## src/source/booth_arith_pkg.sv

```systemverilog
// Unsigned 24x24 mantissa product only; widths are fixed by the format and are not meant to change
package booth_arith_pkg;

  //////////////////////////////
  // Operand and product widths
  //////////////////////////////

  localparam int OPND_W      = 24;              // Mantissa incl. hidden bit
  localparam int PROD_W      = 2 * OPND_W;      // Full product, no rounding
  localparam int NUM_DIGITS  = OPND_W / 2 + 1;  // 13 radix-4 digits
  localparam int DIGIT_IDX_W = 4;               // Enough for index 0..12

  // Last digit sees {0, 0, b[23]} so its negate bit is always 0
  localparam int LAST_DIGIT  = NUM_DIGITS - 1;

  //////////////////////////////
  // Final adder geometry
  //////////////////////////////

  localparam int ADD_BLK_W   = 4;                    // Ripple block width
  localparam int ADD_NBLK    = PROD_W / ADD_BLK_W;   // 12 blocks
  localparam int ADD_KS_LVLS = $clog2(ADD_NBLK);     // Prefix levels over blocks

  //////////////////////////////
  // Datapath types
  //////////////////////////////

  // Booth select lines for one digit
  typedef struct packed {
    logic one;   // Select A
    logic two;   // Select 2A
    logic neg;   // Invert, +1 folded into a later row
  } booth_sel_t;

  // One product-width row
  typedef logic [PROD_W-1:0] row_t;

  // Redundant accumulator state
  typedef struct packed {
    row_t sum;     // Bitwise sum word
    row_t carry;   // Carry word, already shifted to its weight
  } csa_pair_t;

endpackage

```

## src/source/mul_apb_pkg.sv

```systemverilog
// APB subset with pready tied high and no pprot/pstrb; registers sit at word offsets of an 8-bit address
package mul_apb_pkg;

  localparam int APB_ADDR_W = 8;
  localparam int APB_DATA_W = 32;

  //////////////////////////////
  // Register map
  //////////////////////////////

  localparam logic [APB_ADDR_W-1:0] ADDR_OP_A   = 8'h00;  // Multiplicand
  localparam logic [APB_ADDR_W-1:0] ADDR_OP_B   = 8'h04;  // Multiplier
  localparam logic [APB_ADDR_W-1:0] ADDR_CTRL   = 8'h08;  // Write only, reads 0
  localparam logic [APB_ADDR_W-1:0] ADDR_STATUS = 8'h0C;  // Read only
  localparam logic [APB_ADDR_W-1:0] ADDR_RES_LO = 8'h10;  // Product 31:0
  localparam logic [APB_ADDR_W-1:0] ADDR_RES_HI = 8'h14;  // Product 47:32

  localparam int CTRL_START_BIT  = 0;
  localparam int STAT_BUSY_BIT   = 0;
  localparam int STAT_DONE_BIT   = 1;

  // Requester side of the bus
  typedef struct packed {
    logic                  psel;
    logic                  penable;
    logic                  pwrite;
    logic [APB_ADDR_W-1:0] paddr;
    logic [APB_DATA_W-1:0] pwdata;
  } apb_req_t;

  // Completer side of the bus
  typedef struct packed {
    logic [APB_DATA_W-1:0] prdata;
    logic                  pready;
    logic                  pslverr;
  } apb_rsp_t;

endpackage

```

## src/source/booth_pp_gen.sv

```systemverilog
// Combinational; op_a must be held stable while digits are being stepped
`timescale 1ns/1ns

module booth_pp_gen (
  input  logic [booth_arith_pkg::OPND_W-1:0]      op_a,
  input  logic [2:0]                              window,     // b[2i+1], b[2i], b[2i-1]
  input  logic [booth_arith_pkg::DIGIT_IDX_W-1:0] digit_idx,
  output booth_arith_pkg::row_t                   row,
  output logic                                    neg
);

  import booth_arith_pkg::*;

  booth_sel_t      sel;
  logic [OPND_W:0] mag;       // 0, A or 2A
  logic [OPND_W:0] pp;        // Magnitude, one's complemented for negative digits
  row_t            row_ext;   // Sign-extended row at weight 1

  //////////////////////////////
  // Booth encoder
  //////////////////////////////

  always_comb
  begin
    sel.one = window[1] ^ window[0];                   // Digit is +-1
    sel.two = (window[2] ^ window[1]) & ~sel.one;      // Digit is +-2
    sel.neg = window[2];                               // Raw sign, 111 gives -0
  end

  //////////////////////////////
  // Row generation
  //////////////////////////////

  always_comb
  begin
    mag = '0;
    if (sel.one)
    begin
      mag = {1'b0, op_a};
    end
    else if (sel.two)
    begin
      mag = {op_a, 1'b0};
    end
  end

  // Two's complement without the +1
  assign pp = mag ^ {(OPND_W + 1){sel.neg}};

  // Sign extension up to the product width
  assign row_ext = {{(PROD_W - OPND_W - 1){sel.neg}}, pp};

  // Weight 4^i, bits that fall off the top do not matter modulo 2^48
  assign row = row_ext << {digit_idx, 1'b0};

  // The missing +1 travels to the accumulator
  assign neg = sel.neg;

endmodule

```

## src/source/csa_accumulator.sv

```systemverilog
// One row per step in carry-save form; product only changes on finish and holds otherwise
`timescale 1ns/1ns

module csa_accumulator (
  input  logic                       clk,
  input  logic                       reset,
  input  logic                       clear,     // Start of a new operation
  input  logic                       step,      // Add one Booth row
  input  logic                       finish,    // Capture resolved sum
  input  booth_arith_pkg::row_t      row,
  input  logic                       neg,       // +1 owed by the current row
  input  booth_arith_pkg::row_t      sum_in,    // From the final adder
  output booth_arith_pkg::csa_pair_t acc,
  output booth_arith_pkg::row_t      product
);

  import booth_arith_pkg::*;

  row_t pos_q;      // One-hot weight 4^i of the current digit
  logic neg_pend;   // Negate bit of the previous digit
  row_t row_in;     // Row with the owed +1 folded in
  row_t maj;        // 3:2 carry before the shift

  // Bit 2(i-1) is always zero in row i, so the previous +1 fits there
  assign row_in = row | ((pos_q >> 2) & {PROD_W{neg_pend}});

  assign maj = (acc.sum & acc.carry) | (acc.sum & row_in) | (acc.carry & row_in);

  //////////////////////////////
  // Carry-save state
  //////////////////////////////

  always_ff @(posedge clk)
  begin
    if (clear)
    begin
      acc <= '0;
    end
    else if (step)
    begin
      acc.sum   <= acc.sum ^ acc.carry ^ row_in;
      acc.carry <= {maj[PROD_W-2:0], 1'b0};   // Carry out of bit 47 is dropped
    end
  end

  // Digit weight tracking and the result register
  always_ff @(posedge clk)
  begin
    if (reset)
    begin
      pos_q    <= '0;
      neg_pend <= 1'b0;
      product  <= '0;
    end
    else
    begin
      if (clear)
      begin
        pos_q    <= row_t'(1);
        neg_pend <= 1'b0;
      end
      else if (step)
      begin
        pos_q    <= pos_q << 2;
        neg_pend <= neg;      // Paid back on the next step
      end
      if (finish)
      begin
        product <= sum_in;
      end
    end
  end

endmodule

```

## src/source/sparse_ks_adder.sv

```systemverilog
// Combinational 48-bit adder, no carry in; the carry out of bit 47 is not produced
`timescale 1ns/1ns

module sparse_ks_adder (
  input  booth_arith_pkg::row_t a,
  input  booth_arith_pkg::row_t b,
  output booth_arith_pkg::row_t sum
);

  import booth_arith_pkg::*;

  row_t                g0;                    // Bit generate
  row_t                p0;                    // Bit propagate
  logic [PROD_W/2-1:0] g1;                    // Pair generate
  logic [PROD_W/2-1:0] p1;
  logic [ADD_NBLK-1:0] bg [0:ADD_KS_LVLS];    // Block generate per prefix level
  logic [ADD_NBLK-1:0] bp [0:ADD_KS_LVLS];
  logic [ADD_NBLK-1:0] cblk;                  // Carry into each 4-bit block
  row_t                cbit;                  // Carry into each bit

  assign g0 = a & b;
  assign p0 = a ^ b;

  //////////////////////////////
  // Block G/P and prefix tree
  //////////////////////////////

  always_comb
  begin
    for (int i = 0; i < PROD_W / 2; i++)
    begin
      p1[i] = p0[2*i+1] & p0[2*i];
      g1[i] = g0[2*i+1] | (p0[2*i+1] & g0[2*i]);
    end
    for (int k = 0; k < ADD_NBLK; k++)
    begin
      bp[0][k] = p1[2*k+1] & p1[2*k];
      bg[0][k] = g1[2*k+1] | (p1[2*k+1] & g1[2*k]);
    end
    // Kogge-Stone over blocks, span doubles each level
    for (int l = 0; l < ADD_KS_LVLS; l++)
    begin
      for (int k = 0; k < ADD_NBLK; k++)
      begin
        if (k >= (1 << l))
        begin
          bg[l+1][k] = bg[l][k] | (bp[l][k] & bg[l][k-(1<<l)]);
          bp[l+1][k] = bp[l][k] & bp[l][k-(1<<l)];
        end
        else
        begin
          bg[l+1][k] = bg[l][k];   // Already complete
          bp[l+1][k] = bp[l][k];
        end
      end
    end
  end

  // Block k receives the group carry of blocks 0..k-1
  assign cblk = {bg[ADD_KS_LVLS][ADD_NBLK-2:0], 1'b0};

  //////////////////////////////
  // 4-bit ripple blocks
  //////////////////////////////

  always_comb
  begin
    for (int k = 0; k < ADD_NBLK; k++)
    begin
      cbit[ADD_BLK_W*k] = cblk[k];
      for (int j = 1; j < ADD_BLK_W; j++)
      begin
        cbit[ADD_BLK_W*k+j] = g0[ADD_BLK_W*k+j-1] |
                              (p0[ADD_BLK_W*k+j-1] & cbit[ADD_BLK_W*k+j-1]);
      end
    end
  end

  assign sum = p0 ^ cbit;

endmodule

```

## src/source/mul_sequencer.sv

```systemverilog
// Fixed 15-cycle run per start; start is ignored unless idle or done
`timescale 1ns/1ns

module mul_sequencer (
  input  logic clk,
  input  logic reset,
  input  logic start,    // One-cycle pulse from the register block
  input  logic last,     // Digit 12 is being stepped
  output logic clear,
  output logic step,
  output logic finish,
  output logic busy,
  output logic done
);

  typedef enum logic [2:0] {
    S_IDLE,
    S_CLEAR,    // Load multiplier, zero accumulator
    S_ACCUM,    // One Booth digit per cycle
    S_FINISH,   // Capture adder output
    S_DONE      // Result valid until next start
  } state_t;

  state_t state, state_nxt;

  always_ff @(posedge clk)
  begin
    if (reset)
    begin
      state <= S_IDLE;
    end
    else
    begin
      state <= state_nxt;
    end
  end

  always_comb
  begin
    state_nxt = state;
    case (state)
      S_IDLE   : if (start) state_nxt = S_CLEAR;
      S_CLEAR  : state_nxt = S_ACCUM;
      S_ACCUM  : if (last) state_nxt = S_FINISH;   // 13th step is this cycle
      S_FINISH : state_nxt = S_DONE;
      S_DONE   : if (start) state_nxt = S_CLEAR;   // Re-run drops done
      default  : state_nxt = S_IDLE;
    endcase
  end

  // Moore outputs
  assign clear  = (state == S_CLEAR);
  assign step   = (state == S_ACCUM);
  assign finish = (state == S_FINISH);
  assign busy   = clear | step | finish;
  assign done   = (state == S_DONE);

endmodule

```

## src/source/booth_digit_counter.sv

```systemverilog
// Multiplier is taken on clear; later changes to op_b do not affect a running operation
`timescale 1ns/1ns

module booth_digit_counter (
  input  logic                                    clk,
  input  logic                                    reset,
  input  logic                                    clear,
  input  logic                                    step,
  input  logic [booth_arith_pkg::OPND_W-1:0]      op_b,
  output logic [2:0]                              window,
  output logic [booth_arith_pkg::DIGIT_IDX_W-1:0] digit_idx,
  output logic                                    last
);

  import booth_arith_pkg::*;

  logic [OPND_W+2:0] win_sr;   // {00, b, 0}, two zeros pad the last group

  always_ff @(posedge clk)
  begin
    if (clear)
    begin
      win_sr <= {2'b00, op_b, 1'b0};
    end
    else if (step)
    begin
      win_sr <= win_sr >> 2;   // Next overlapping triplet
    end
  end

  always_ff @(posedge clk)
  begin
    if (reset)
    begin
      digit_idx <= '0;
    end
    else if (clear)
    begin
      digit_idx <= '0;
    end
    else if (step)
    begin
      digit_idx <= digit_idx + 1'b1;
    end
  end

  assign window = win_sr[2:0];
  assign last   = (digit_idx == DIGIT_IDX_W'(LAST_DIGIT));

endmodule

```

## src/source/apb_mul_regs.sv

```systemverilog
// Zero wait states; operand and start writes are refused with pslverr while busy
`timescale 1ns/1ns

module apb_mul_regs (
  input  logic                               clk,
  input  logic                               reset,
  input  mul_apb_pkg::apb_req_t              apb_req,
  input  logic                               busy,
  input  logic                               done,
  input  booth_arith_pkg::row_t              product,
  output mul_apb_pkg::apb_rsp_t              apb_rsp,
  output logic [booth_arith_pkg::OPND_W-1:0] op_a,
  output logic [booth_arith_pkg::OPND_W-1:0] op_b,
  output logic                               start
);

  import booth_arith_pkg::*;
  import mul_apb_pkg::*;

  logic                  access;     // Second cycle of a transfer
  logic                  hit_op;     // Operand registers
  logic                  hit_ctrl;
  logic                  hit_ro;     // Status and result
  logic                  err;
  logic                  wr_ok;      // Write that takes effect
  logic [APB_DATA_W-1:0] rd_word;

  //////////////////////////////
  // Decode and error rules
  //////////////////////////////

  assign access   = apb_req.psel & apb_req.penable;
  assign hit_op   = (apb_req.paddr == ADDR_OP_A) | (apb_req.paddr == ADDR_OP_B);
  assign hit_ctrl = (apb_req.paddr == ADDR_CTRL);
  assign hit_ro   = (apb_req.paddr == ADDR_STATUS) | (apb_req.paddr == ADDR_RES_LO) |
                    (apb_req.paddr == ADDR_RES_HI);

  assign err = ~(hit_op | hit_ctrl | hit_ro)                    // Unmapped
             | (apb_req.pwrite & hit_ro)                        // Read-only target
             | (apb_req.pwrite & busy & (hit_op | hit_ctrl));   // Operation in flight

  assign wr_ok = access & apb_req.pwrite & ~err;
  assign start = wr_ok & hit_ctrl & apb_req.pwdata[CTRL_START_BIT];

  // Operand registers
  always_ff @(posedge clk)
  begin
    if (reset)
    begin
      op_a <= '0;
      op_b <= '0;
    end
    else if (wr_ok)
    begin
      if (apb_req.paddr == ADDR_OP_A)
      begin
        op_a <= apb_req.pwdata[OPND_W-1:0];
      end
      if (apb_req.paddr == ADDR_OP_B)
      begin
        op_b <= apb_req.pwdata[OPND_W-1:0];
      end
    end
  end

  //////////////////////////////
  // Read path
  //////////////////////////////

  always_comb
  begin
    rd_word = '0;   // CTRL and misses read as 0
    case (apb_req.paddr)
      ADDR_OP_A   : rd_word = {{(APB_DATA_W - OPND_W){1'b0}}, op_a};
      ADDR_OP_B   : rd_word = {{(APB_DATA_W - OPND_W){1'b0}}, op_b};
      ADDR_STATUS :
      begin
        rd_word[STAT_BUSY_BIT] = busy;
        rd_word[STAT_DONE_BIT] = done;
      end
      ADDR_RES_LO : rd_word = product[APB_DATA_W-1:0];
      ADDR_RES_HI : rd_word = {{(2*APB_DATA_W - PROD_W){1'b0}}, product[PROD_W-1:APB_DATA_W]};
      default     : rd_word = '0;
    endcase
  end

  assign apb_rsp.prdata  = (access & ~apb_req.pwrite & ~err) ? rd_word : '0;
  assign apb_rsp.pready  = 1'b1;           // No wait states
  assign apb_rsp.pslverr = access & err;

endmodule

```

## src/source/booth_mul_apb.sv

```systemverilog
// One multiplication in flight; done follows a start write by exactly 15 clocks
`timescale 1ns/1ns

module booth_mul_apb (
  input  logic                  clk,
  input  logic                  reset,
  input  mul_apb_pkg::apb_req_t apb_req,
  output mul_apb_pkg::apb_rsp_t apb_rsp
);

  import booth_arith_pkg::*;

  logic [OPND_W-1:0]      op_a;
  logic [OPND_W-1:0]      op_b;
  logic                   start;
  logic                   busy;
  logic                   done;
  logic                   clear;
  logic                   step;
  logic                   finish;
  logic                   last;
  logic [2:0]             window;      // Current Booth triplet
  logic [DIGIT_IDX_W-1:0] digit_idx;
  row_t                   row;         // Weighted partial product
  logic                   neg;
  csa_pair_t              acc;
  row_t                   sum;         // Resolved accumulator
  row_t                   product;

  apb_mul_regs u_regs (
    .clk, .reset, .apb_req, .busy, .done, .product,
    .apb_rsp, .op_a, .op_b, .start
  );

  mul_sequencer u_seq (
    .clk, .reset, .start, .last, .clear, .step, .finish, .busy, .done
  );

  booth_digit_counter u_cnt (
    .clk, .reset, .clear, .step, .op_b, .window, .digit_idx, .last
  );

  booth_pp_gen u_ppg (
    .op_a, .window, .digit_idx, .row, .neg
  );

  csa_accumulator u_acc (
    .clk, .reset, .clear, .step, .finish, .row, .neg,
    .sum_in (sum),
    .acc, .product
  );

  sparse_ks_adder u_add (
    .a   (acc.sum),
    .b   (acc.carry),
    .sum (sum)
  );

endmodule

```

## config.mk

```make
export PLATFORM = sky130hd
export DESIGN_NAME = booth_mul_apb
export DESIGN_NICKNAME = d
export VERILOG_FILES = /design/src/source/booth_arith_pkg.sv /design/src/source/mul_apb_pkg.sv /design/src/source/booth_pp_gen.sv /design/src/source/csa_accumulator.sv /design/src/source/sparse_ks_adder.sv /design/src/source/mul_sequencer.sv /design/src/source/booth_digit_counter.sv /design/src/source/apb_mul_regs.sv /design/src/source/booth_mul_apb.sv
export SDC_FILE = /design/constraint.sdc
export NUM_CORES = 1
export LEC_CHECK = 0
export BUFFER_PORTS_ARGS = -buffer_cell sky130_fd_sc_hd__buf_2
export CAP_MARGIN = 20
export CORE_MARGIN = 3
export CORE_UTILIZATION = 55
export CTS_CLUSTER_SIZE = 20
export DETAILED_ROUTE_END_ITERATION = 16
export PLACE_DENSITY = 0.73
export SLEW_MARGIN = 0
export SYNTH_ARGS = -nofsm -noshare
export SYNTH_HDL_FRONTEND = slang
export SYNTH_SLANG_ARGS = --single-unit
```

## constraint.sdc

```tcl
create_clock -name clk -period 4.22 [get_ports clk]
set_clock_uncertainty 0.2 [all_clocks]
set_input_delay 0.211 -clock clk [delete_from_list [all_inputs] [get_ports clk]]
set_output_delay 0.211 -clock clk [all_outputs]
set_load 0.05 [all_outputs]
```

Word level (Yosys, flattened, before mapping)
Cells that the tools add are included.
W data, S select, Z words.
{ "totals": {"register_bits": 248, "input_bits": 45, "out_inout_bits": 34, "elab_cells": 326} }
{ "op_classes": {"add_sub_neg": 1, "eq_ne": 12, "shift": 1, "mux": 12, "bitwise": 280, "reduce_logical": 8} }
{ "op_table": {"columns": ["cell", "count"], "rows": [
  ["$and A1 B1 Y1", 158],
  ["$xor A48 B48 Y48", 3],
  ["$and A47 B47 Y47", 3],
  ["$pmux W30 S4", 1],
  ["$or A1 B1 Y1", 105],
  ["$mux W25", 4],
  ["$or A47 B47 Y47", 2],
  ["$and A45 B48 Y48", 1],
  ["$or A48 B48 Y48", 1],
  ["$shl A48 B5 Y48", 1],
  ["$mux W32", 1],
  ["$xor A25 B25 Y25", 1],
  ["$eq A8 B4 Y1 const B", 2],
  ["$eq A8 B5 Y1 const B", 2],
  ["$pmux W3 S4", 1],
  ["$pmux W2 S5", 1],
  ["$eq A8 B3 Y1 const B", 1],
  ["$logic_not A8 Y1", 1],
  ["$eq A3 B2 Y1 const B", 2],
  ["$mux W3", 2],
  ["$reduce_and A2 Y1", 3],
  ["$add A4 B1 Y4 const B", 1],
  ["$eq A4 B4 Y1 const B", 1],
  ["$not A1 Y1", 4],
  ["9 further kinds", 12]
]} }

Longest topological paths before layout
{ "depth": {"ltp_word": 19, "ltp_mapped": 14, "depth_no_buf": 14} }

Hierarchy
A second synthesis with hierarchy kept.
{ "unflattened": {"cells_unflattened": 1711, "area_unflattened_um2": 16540.9} }
{ "modules_own_cells": {"columns": ["module", "n_inst", "cells_per_inst", "area_each_um2", "seq_area_each_um2"], "rows": [
  ["csa_accumulator", 1, 670, 7103.1, 3363.2],
  ["apb_mul_regs", 1, 332, 3069.2, 960.9],
  ["booth_pp_gen", 1, 392, 2907.8, 0.0],
  ["sparse_ks_adder", 1, 217, 2028.2, 0.0],
  ["booth_digit_counter", 1, 83, 1270.0, 820.8],
  ["mul_sequencer", 1, 17, 162.7, 60.1]
]} }

Worst setup path after synthesis
OpenSTA, ideal clock, no wires.
{ "synth_timing": {"path_kind": "reg2reg", "from": "register, netlist name u_acc.acc[9]", "to": "register u_acc.product[47]", "setup_ps": 70, "arrival_time_ps": 3389, "required_ps": 3950, "slack_ps": 560, "path_stages_with_launch": 15, "n_path_buf": 0, "period_less_slack_ps": 3660, "path_cell_list": "dfxtp_1 -> ha_1 -> a21o_1 -> a21o_1 -> a21oi_1 -> o21ai_0 -> a211oi_1 -> o41ai_1 -> fa_1 -> fa_1 -> fa_1 -> xnor2_1 -> xnor2_1 -> nand2_1 -> a21oi_1"} }
{ "synth_between": {"elab_chain_cells": 16, "elab_cells_between_ends": 22, "cone_classes": "22 x bitwise"} }
{ "synth_lines": {"columns": ["item", "line", "text"], "rows": [
  ["$xor A48 B48 Y48", "sparse_ks_adder.sv:22", "assign p0 = a ^ b;"],
  ["$and A1 B1 Y1", "sparse_ks_adder.sv:33", "g1[i] = g0[2*i+1] | (p0[2*i+1] & g0[2*i]);"],
  ["$or A1 B1 Y1", "sparse_ks_adder.sv:33", null],
  ["$and A1 B1 Y1", "sparse_ks_adder.sv:38", "bg[0][k] = g1[2*k+1] | (p1[2*k+1] & g1[2*k]);"],
  ["$or A1 B1 Y1", "sparse_ks_adder.sv:38", null],
  ["$or A1 B1 Y1", "sparse_ks_adder.sv:47", "bg[l+1][k] = bg[l][k] | (bp[l][k] & bg[l][k-(1<<l)]);"],
  ["$or A1 B1 Y1 (*)", "sparse_ks_adder.sv:47", null],
  ["$and A1 B1 Y1 (*)", "sparse_ks_adder.sv:47", null],
  ["$or A1 B1 Y1 (*)", "sparse_ks_adder.sv:47", null],
  ["$and A1 B1 Y1 (*)", "sparse_ks_adder.sv:74", "(p0[ADD_BLK_W*k+j-1] & cbit[ADD_BLK_W*k+j-1]);"],
  ["$or A1 B1 Y1 (*)", "sparse_ks_adder.sv:73", "cbit[ADD_BLK_W*k+j] = g0[ADD_BLK_W*k+j-1] |"],
  ["$and A1 B1 Y1 (*)", "sparse_ks_adder.sv:74", null],
  ["$or A1 B1 Y1 (*)", "sparse_ks_adder.sv:73", null],
  ["$and A1 B1 Y1 (*)", "sparse_ks_adder.sv:74", null],
  ["$or A1 B1 Y1 (*)", "sparse_ks_adder.sv:73", null],
  ["$xor A48 B48 Y48 (*)", "sparse_ks_adder.sv:79", "assign sum = p0 ^ cbit;"],
  ["end signal, assigned", "csa_accumulator.sv:69", "product <= sum_in;"],
  ["end, declared", "csa_accumulator.sv:14", "output booth_arith_pkg::row_t product"]
]} }
Mark *: on every way between the ends. The rest lies on a longest branch, timed or not.
A chain may end at the register's enable or synchronous reset.

Worst setup path after layout
{ "layout_timing": {"from": "register, netlist name u_acc.acc[2]", "to": "register u_acc.product[31]"} }
{ "layout_between": {"elab_chain_cells": 15, "elab_cells_between_ends": 18, "cone_classes": "18 x bitwise"} }
{ "layout_lines": {"columns": ["item", "line"], "rows": [
  ["$and A47 B47 Y47 or $xor A48 B48 Y48 (tied branches)", "sparse_ks_adder.sv:21, sparse_ks_adder.sv:22"],
  ["$and A1 B1 Y1, on equally long branches", "sparse_ks_adder.sv:33, sparse_ks_adder.sv:32"],
  ["$or A1 B1 Y1 or $and A1 B1 Y1 (tied branches)", "sparse_ks_adder.sv:33, sparse_ks_adder.sv:38"],
  ["$or A1 B1 Y1 (*)", "sparse_ks_adder.sv:38"],
  ["$and A1 B1 Y1 (*)", "sparse_ks_adder.sv:47"],
  ["$or A1 B1 Y1 (*)", "sparse_ks_adder.sv:47"],
  ["$and A1 B1 Y1 (*)", "sparse_ks_adder.sv:47"],
  ["$or A1 B1 Y1 (*)", "sparse_ks_adder.sv:47"],
  ["$and A1 B1 Y1 (*)", "sparse_ks_adder.sv:74"],
  ["$or A1 B1 Y1 (*)", "sparse_ks_adder.sv:73"],
  ["$and A1 B1 Y1 (*)", "sparse_ks_adder.sv:74"],
  ["$or A1 B1 Y1 (*)", "sparse_ks_adder.sv:73"],
  ["$and A1 B1 Y1 (*)", "sparse_ks_adder.sv:74"],
  ["$or A1 B1 Y1 (*)", "sparse_ks_adder.sv:73"],
  ["$xor A48 B48 Y48 (*)", "sparse_ks_adder.sv:79"]
]} }
Marks and branches as above.

==> run_results.csv <==
group,metric,value,unit
routing,vias,13901,
logic_synthesis,synth_top_area_share,29.3,%
finish,syn_to_final_growth,12.5,%
logic_synthesis,netlist_top_cells_area,"dfxtp_1 29%, fa_1 10%, a211oi_1 5.2%",
worst_setup_path,critPathMaxFanout,3,
logic_synthesis,synth_flop_cell,"dfxtp_1",
sta,timing.final.crit_share,95.6,%
finish,drive_gt1_share,12.1,%
routing,wl,46800,microns
hold_path,hold_class,"primary input to register",
routing,dr.pass1.iters,7,
routing,met2_length,20900,microns
clock_tree,clkTransAtPathRegs,0.06,ns
die,io_pins,79,
place,dp_hpwl,33100,microns
routing,met3WireLength,3970,microns
worst_setup_path,cp-start-kind,"register",
logic_synthesis,yosysSeqAreaShare,34.0,%
hold_path,min_path_cells,4,
pwr,powerDensity,360,mW/mm^2
sta,worstMarginPinSlew,1.14,ns
die,die_area,0.0299,sq mm
finish,regArea,0.00521,sq mm
place,port-buffer-count,69,
finish,layout_common_cells,"223 x dfxtp_1, 202 x nor2_1, 196 x nand2_1",
routing,first_iter_violations,1626,
clock_tree,cts_buffers,28,
place,globalplace.congestion,1.04,
logic_synthesis,synthDistinctLibCells,84,
routing,met1_length,20300,microns
place,pre_cts_slack,0.153,ns
worst_setup_path,critical_path_arrival,4.29,ns
worst_setup_path,r2r-start,"u_acc.acc[2]$_SDFFE_PP0N_",
sta,layout_setup_ws,0.188,ns
pwr,finalPower,6.21,mW
finish,fin_nets,1964,
sta,fin_crit,4.03,ns
logic_synthesis,synth-edff-count,24,
routing,top_layer,"met4",
clock_tree,cts_buffer_depth,3,
worst_setup_path,rrSetupSlack,0.19,ns
grt,grt_first_pass_wirelength,74100,microns
sta,grt_setup_unrepaired,"no",
worst_setup_path,r2r_cells,13,
run,drv_cap,0,
finish,fill_cells,2271,
sta,relSlewSlack,24.0,%
finish,final_common_cell,"dfxtp_1",
die,core,0.0272,sq mm
logic_synthesis,async_flop_share,0,%
die,die_h,173,microns
pwr,ir_drop,295,uV
sta,slew_violations,0,
grt,grt_usage,30.5,%
finish,multi_input_area,0.00917,sq mm
clock_tree,cts_tree,"done",
logic_synthesis,syn_nets,1923,
logic_synthesis,ys_seq_elements,248,
hold_path,hp-start,"apb_req[34]",
logic_synthesis,syn_area_per_cell,8.75,sq um
worst_setup_path,worst_r2r_endpoint,"u_acc.product[31]$_SDFFE_PP0P_",
die,row_count,60,
clock_tree,htree_levels,1,
clock_tree,post-cts-setup-buffers,0,
worst_setup_path,required,4.48,ns
hold_path,hold_path_end,"u_seq.state[0]$_SDFFE_PP0P_",
grt,grt_max_degree,220,
routing,via_per_inst,6.36,
pwr,total_leakage_power,6.82,nW
sta,hold_slack,0.0461,ns
die,die_w,173,microns
routing,drtAntennaViolNets,0,
routing,drc,0,
worst_setup_path,path_class,"register to register",
sta,hold_viol_final,0,
worst_setup_path,endpoint_kind,"register",
logic_synthesis,synth.cell_area,0.0153,sq mm
finish,n_antenna_cell,0,
routing,wire_per_inst,21.4,microns
clock_tree,cts_sinks,248,
grt,overflow,0,
logic_synthesis,synthCells,1752,
grt,grt_pass1_vias,13011,
sta,fin_tns_setup,0,ns
sta,fmaxAchievable,0.248,GHz
die,start_util,56.4,%
sta,setup_viol,0,
logic_synthesis,yosys_warnings,0,
grt,antenna_found_initial,0,
logic_synthesis,synth_area_leader_cell,"dfxtp_1",
outcome,outcome,"finished clean",
clock_tree,insertion_delay,0.55,ns
clock_tree,cts_root_buffer,"clkbuf_16",
[worst max-delay path, stage by stage, from the launching register on]
cell and delay (ns):
dfxtp_1 0.33, ha_1 0.30, a21o_1 0.17, a21o_1 0.21
a21oi_1 0.22, o21ai_1 0.18, buf_4 0.20, a21oi_1 0.34
o21ai_0 0.19, fa_1 0.42, fa_1 0.41, fa_1 0.40
xnor2_1 0.14, a211oi_1 0.22
[cell type report]
cell class	count	area share, %
Sequential cell	248	30.2
Tap cell	372	2.70
Clock buffer	33	4.41
Multi-Input combinational cell	1268	53.2
Clock inverter	19	1.21
Timing Repair Buffer	153	6.28
Inverter	94	2.05
[sequential cells by signal (all words and copies together) (netlist names)]
| register | count |
|---|---|
| u_regs.op_a | 24 |
| u_cnt.win_sr | 25 |
| u_acc.neg_pend | 1 |
| u_acc.pos_q | 24 |
| u_acc.product | 48 |
| u_seq.state | 3 |
| u_cnt.digit_idx | 4 |
| u_acc.acc | 95 |
| u_regs.op_b | 24 |
[routing by layer]
layer / up-vias / GRT usage, %
li1: 6374 / -
met1: 6724 / 43.8
met2: 693 / 47.7
met3: 110 / 5.07
met4: 0 / 8.95
met5: - / 0
[worst max-delay path by stage]
stage	start	endpoint	slack (ns)	cells past startpoint
2_1_floorplan	u_acc.acc[9]$_SDFFE_PP0N_	u_acc.product[47]$_SDFFE_PP0P_	0.56	14
3_3_place_gp	u_acc.acc[2]$_SDFFE_PP0N_	u_acc.product[47]$_SDFFE_PP0P_	0.18	14
3_5_place_dp	u_acc.acc[2]$_SDFFE_PP0N_	u_acc.product[47]$_SDFFE_PP0P_	0.15	14
4_1_cts	u_acc.acc[2]$_SDFFE_PP0N_	u_acc.product[47]$_SDFFE_PP0P_	0.1	14
5_1_grt	u_acc.acc[5]$_SDFFE_PP0N_	u_acc.product[31]$_SDFFE_PP0P_	0.02	13
6_report	u_acc.acc[2]$_SDFFE_PP0N_	u_acc.product[31]$_SDFFE_PP0P_	0.19	13
[cell usage after synthesis, drive strengths merged (13+ instances only)]
cell type	n
dfxtp	224
a22oi	36
a32oi	13
nand3	15
clkbuf	103
nand2	197
a21o	31
a221oi	17
o21ai	37
nor3	42
a22o	22
mux2i	55
and2	15
a21oi	150
xnor2	16
ha	46
a211oi	106
inv	94
fa	80
buf	39
edfxtp	24
nor2	203
[stage by stage]
step / instance area, sq um / utilization (%) / instances
2_1_floorplan: 15300 / - / 1752
3_3_place_gp: 16000 / 58.9 / 2110
3_5_place_dp: 16000 / 59.0 / 2111
4_1_cts: 17200 / 63.4 / 2187
5_1_grt: 17200 / 63.5 / 2187
6_report: 17200 / 63.5 / 2187
[timing repair]
item	CTS	global route
resized for setup	0	3
endpoints found under the hold margin	50	0
hold buffers	24	0
setup endpoints to repair	0	7
[where the power goes]
part           total, mW  leakage [nW]  switching (mW)  internal [mW]
clock network       2.55         0.474            1.02           1.53
logic               1.03          4.29           0.571          0.456
registers           2.64          2.05           0.145           2.49
[logic make-up after synthesis]
family / Yosys count / share of synthesized area [%]
simple gates: 539 / 15.5
compound gates: 516 / 23.6
flops: 248 / 34.0
buf+inv: 236 / 6.41
fa+ha+maj: 127 / 14.3
mux: 68 / 5.21
xor+xnor: 17 / 1.02
other cells: 1 / 0.0245
No activity file was read; power rests on OpenSTA's default activity.
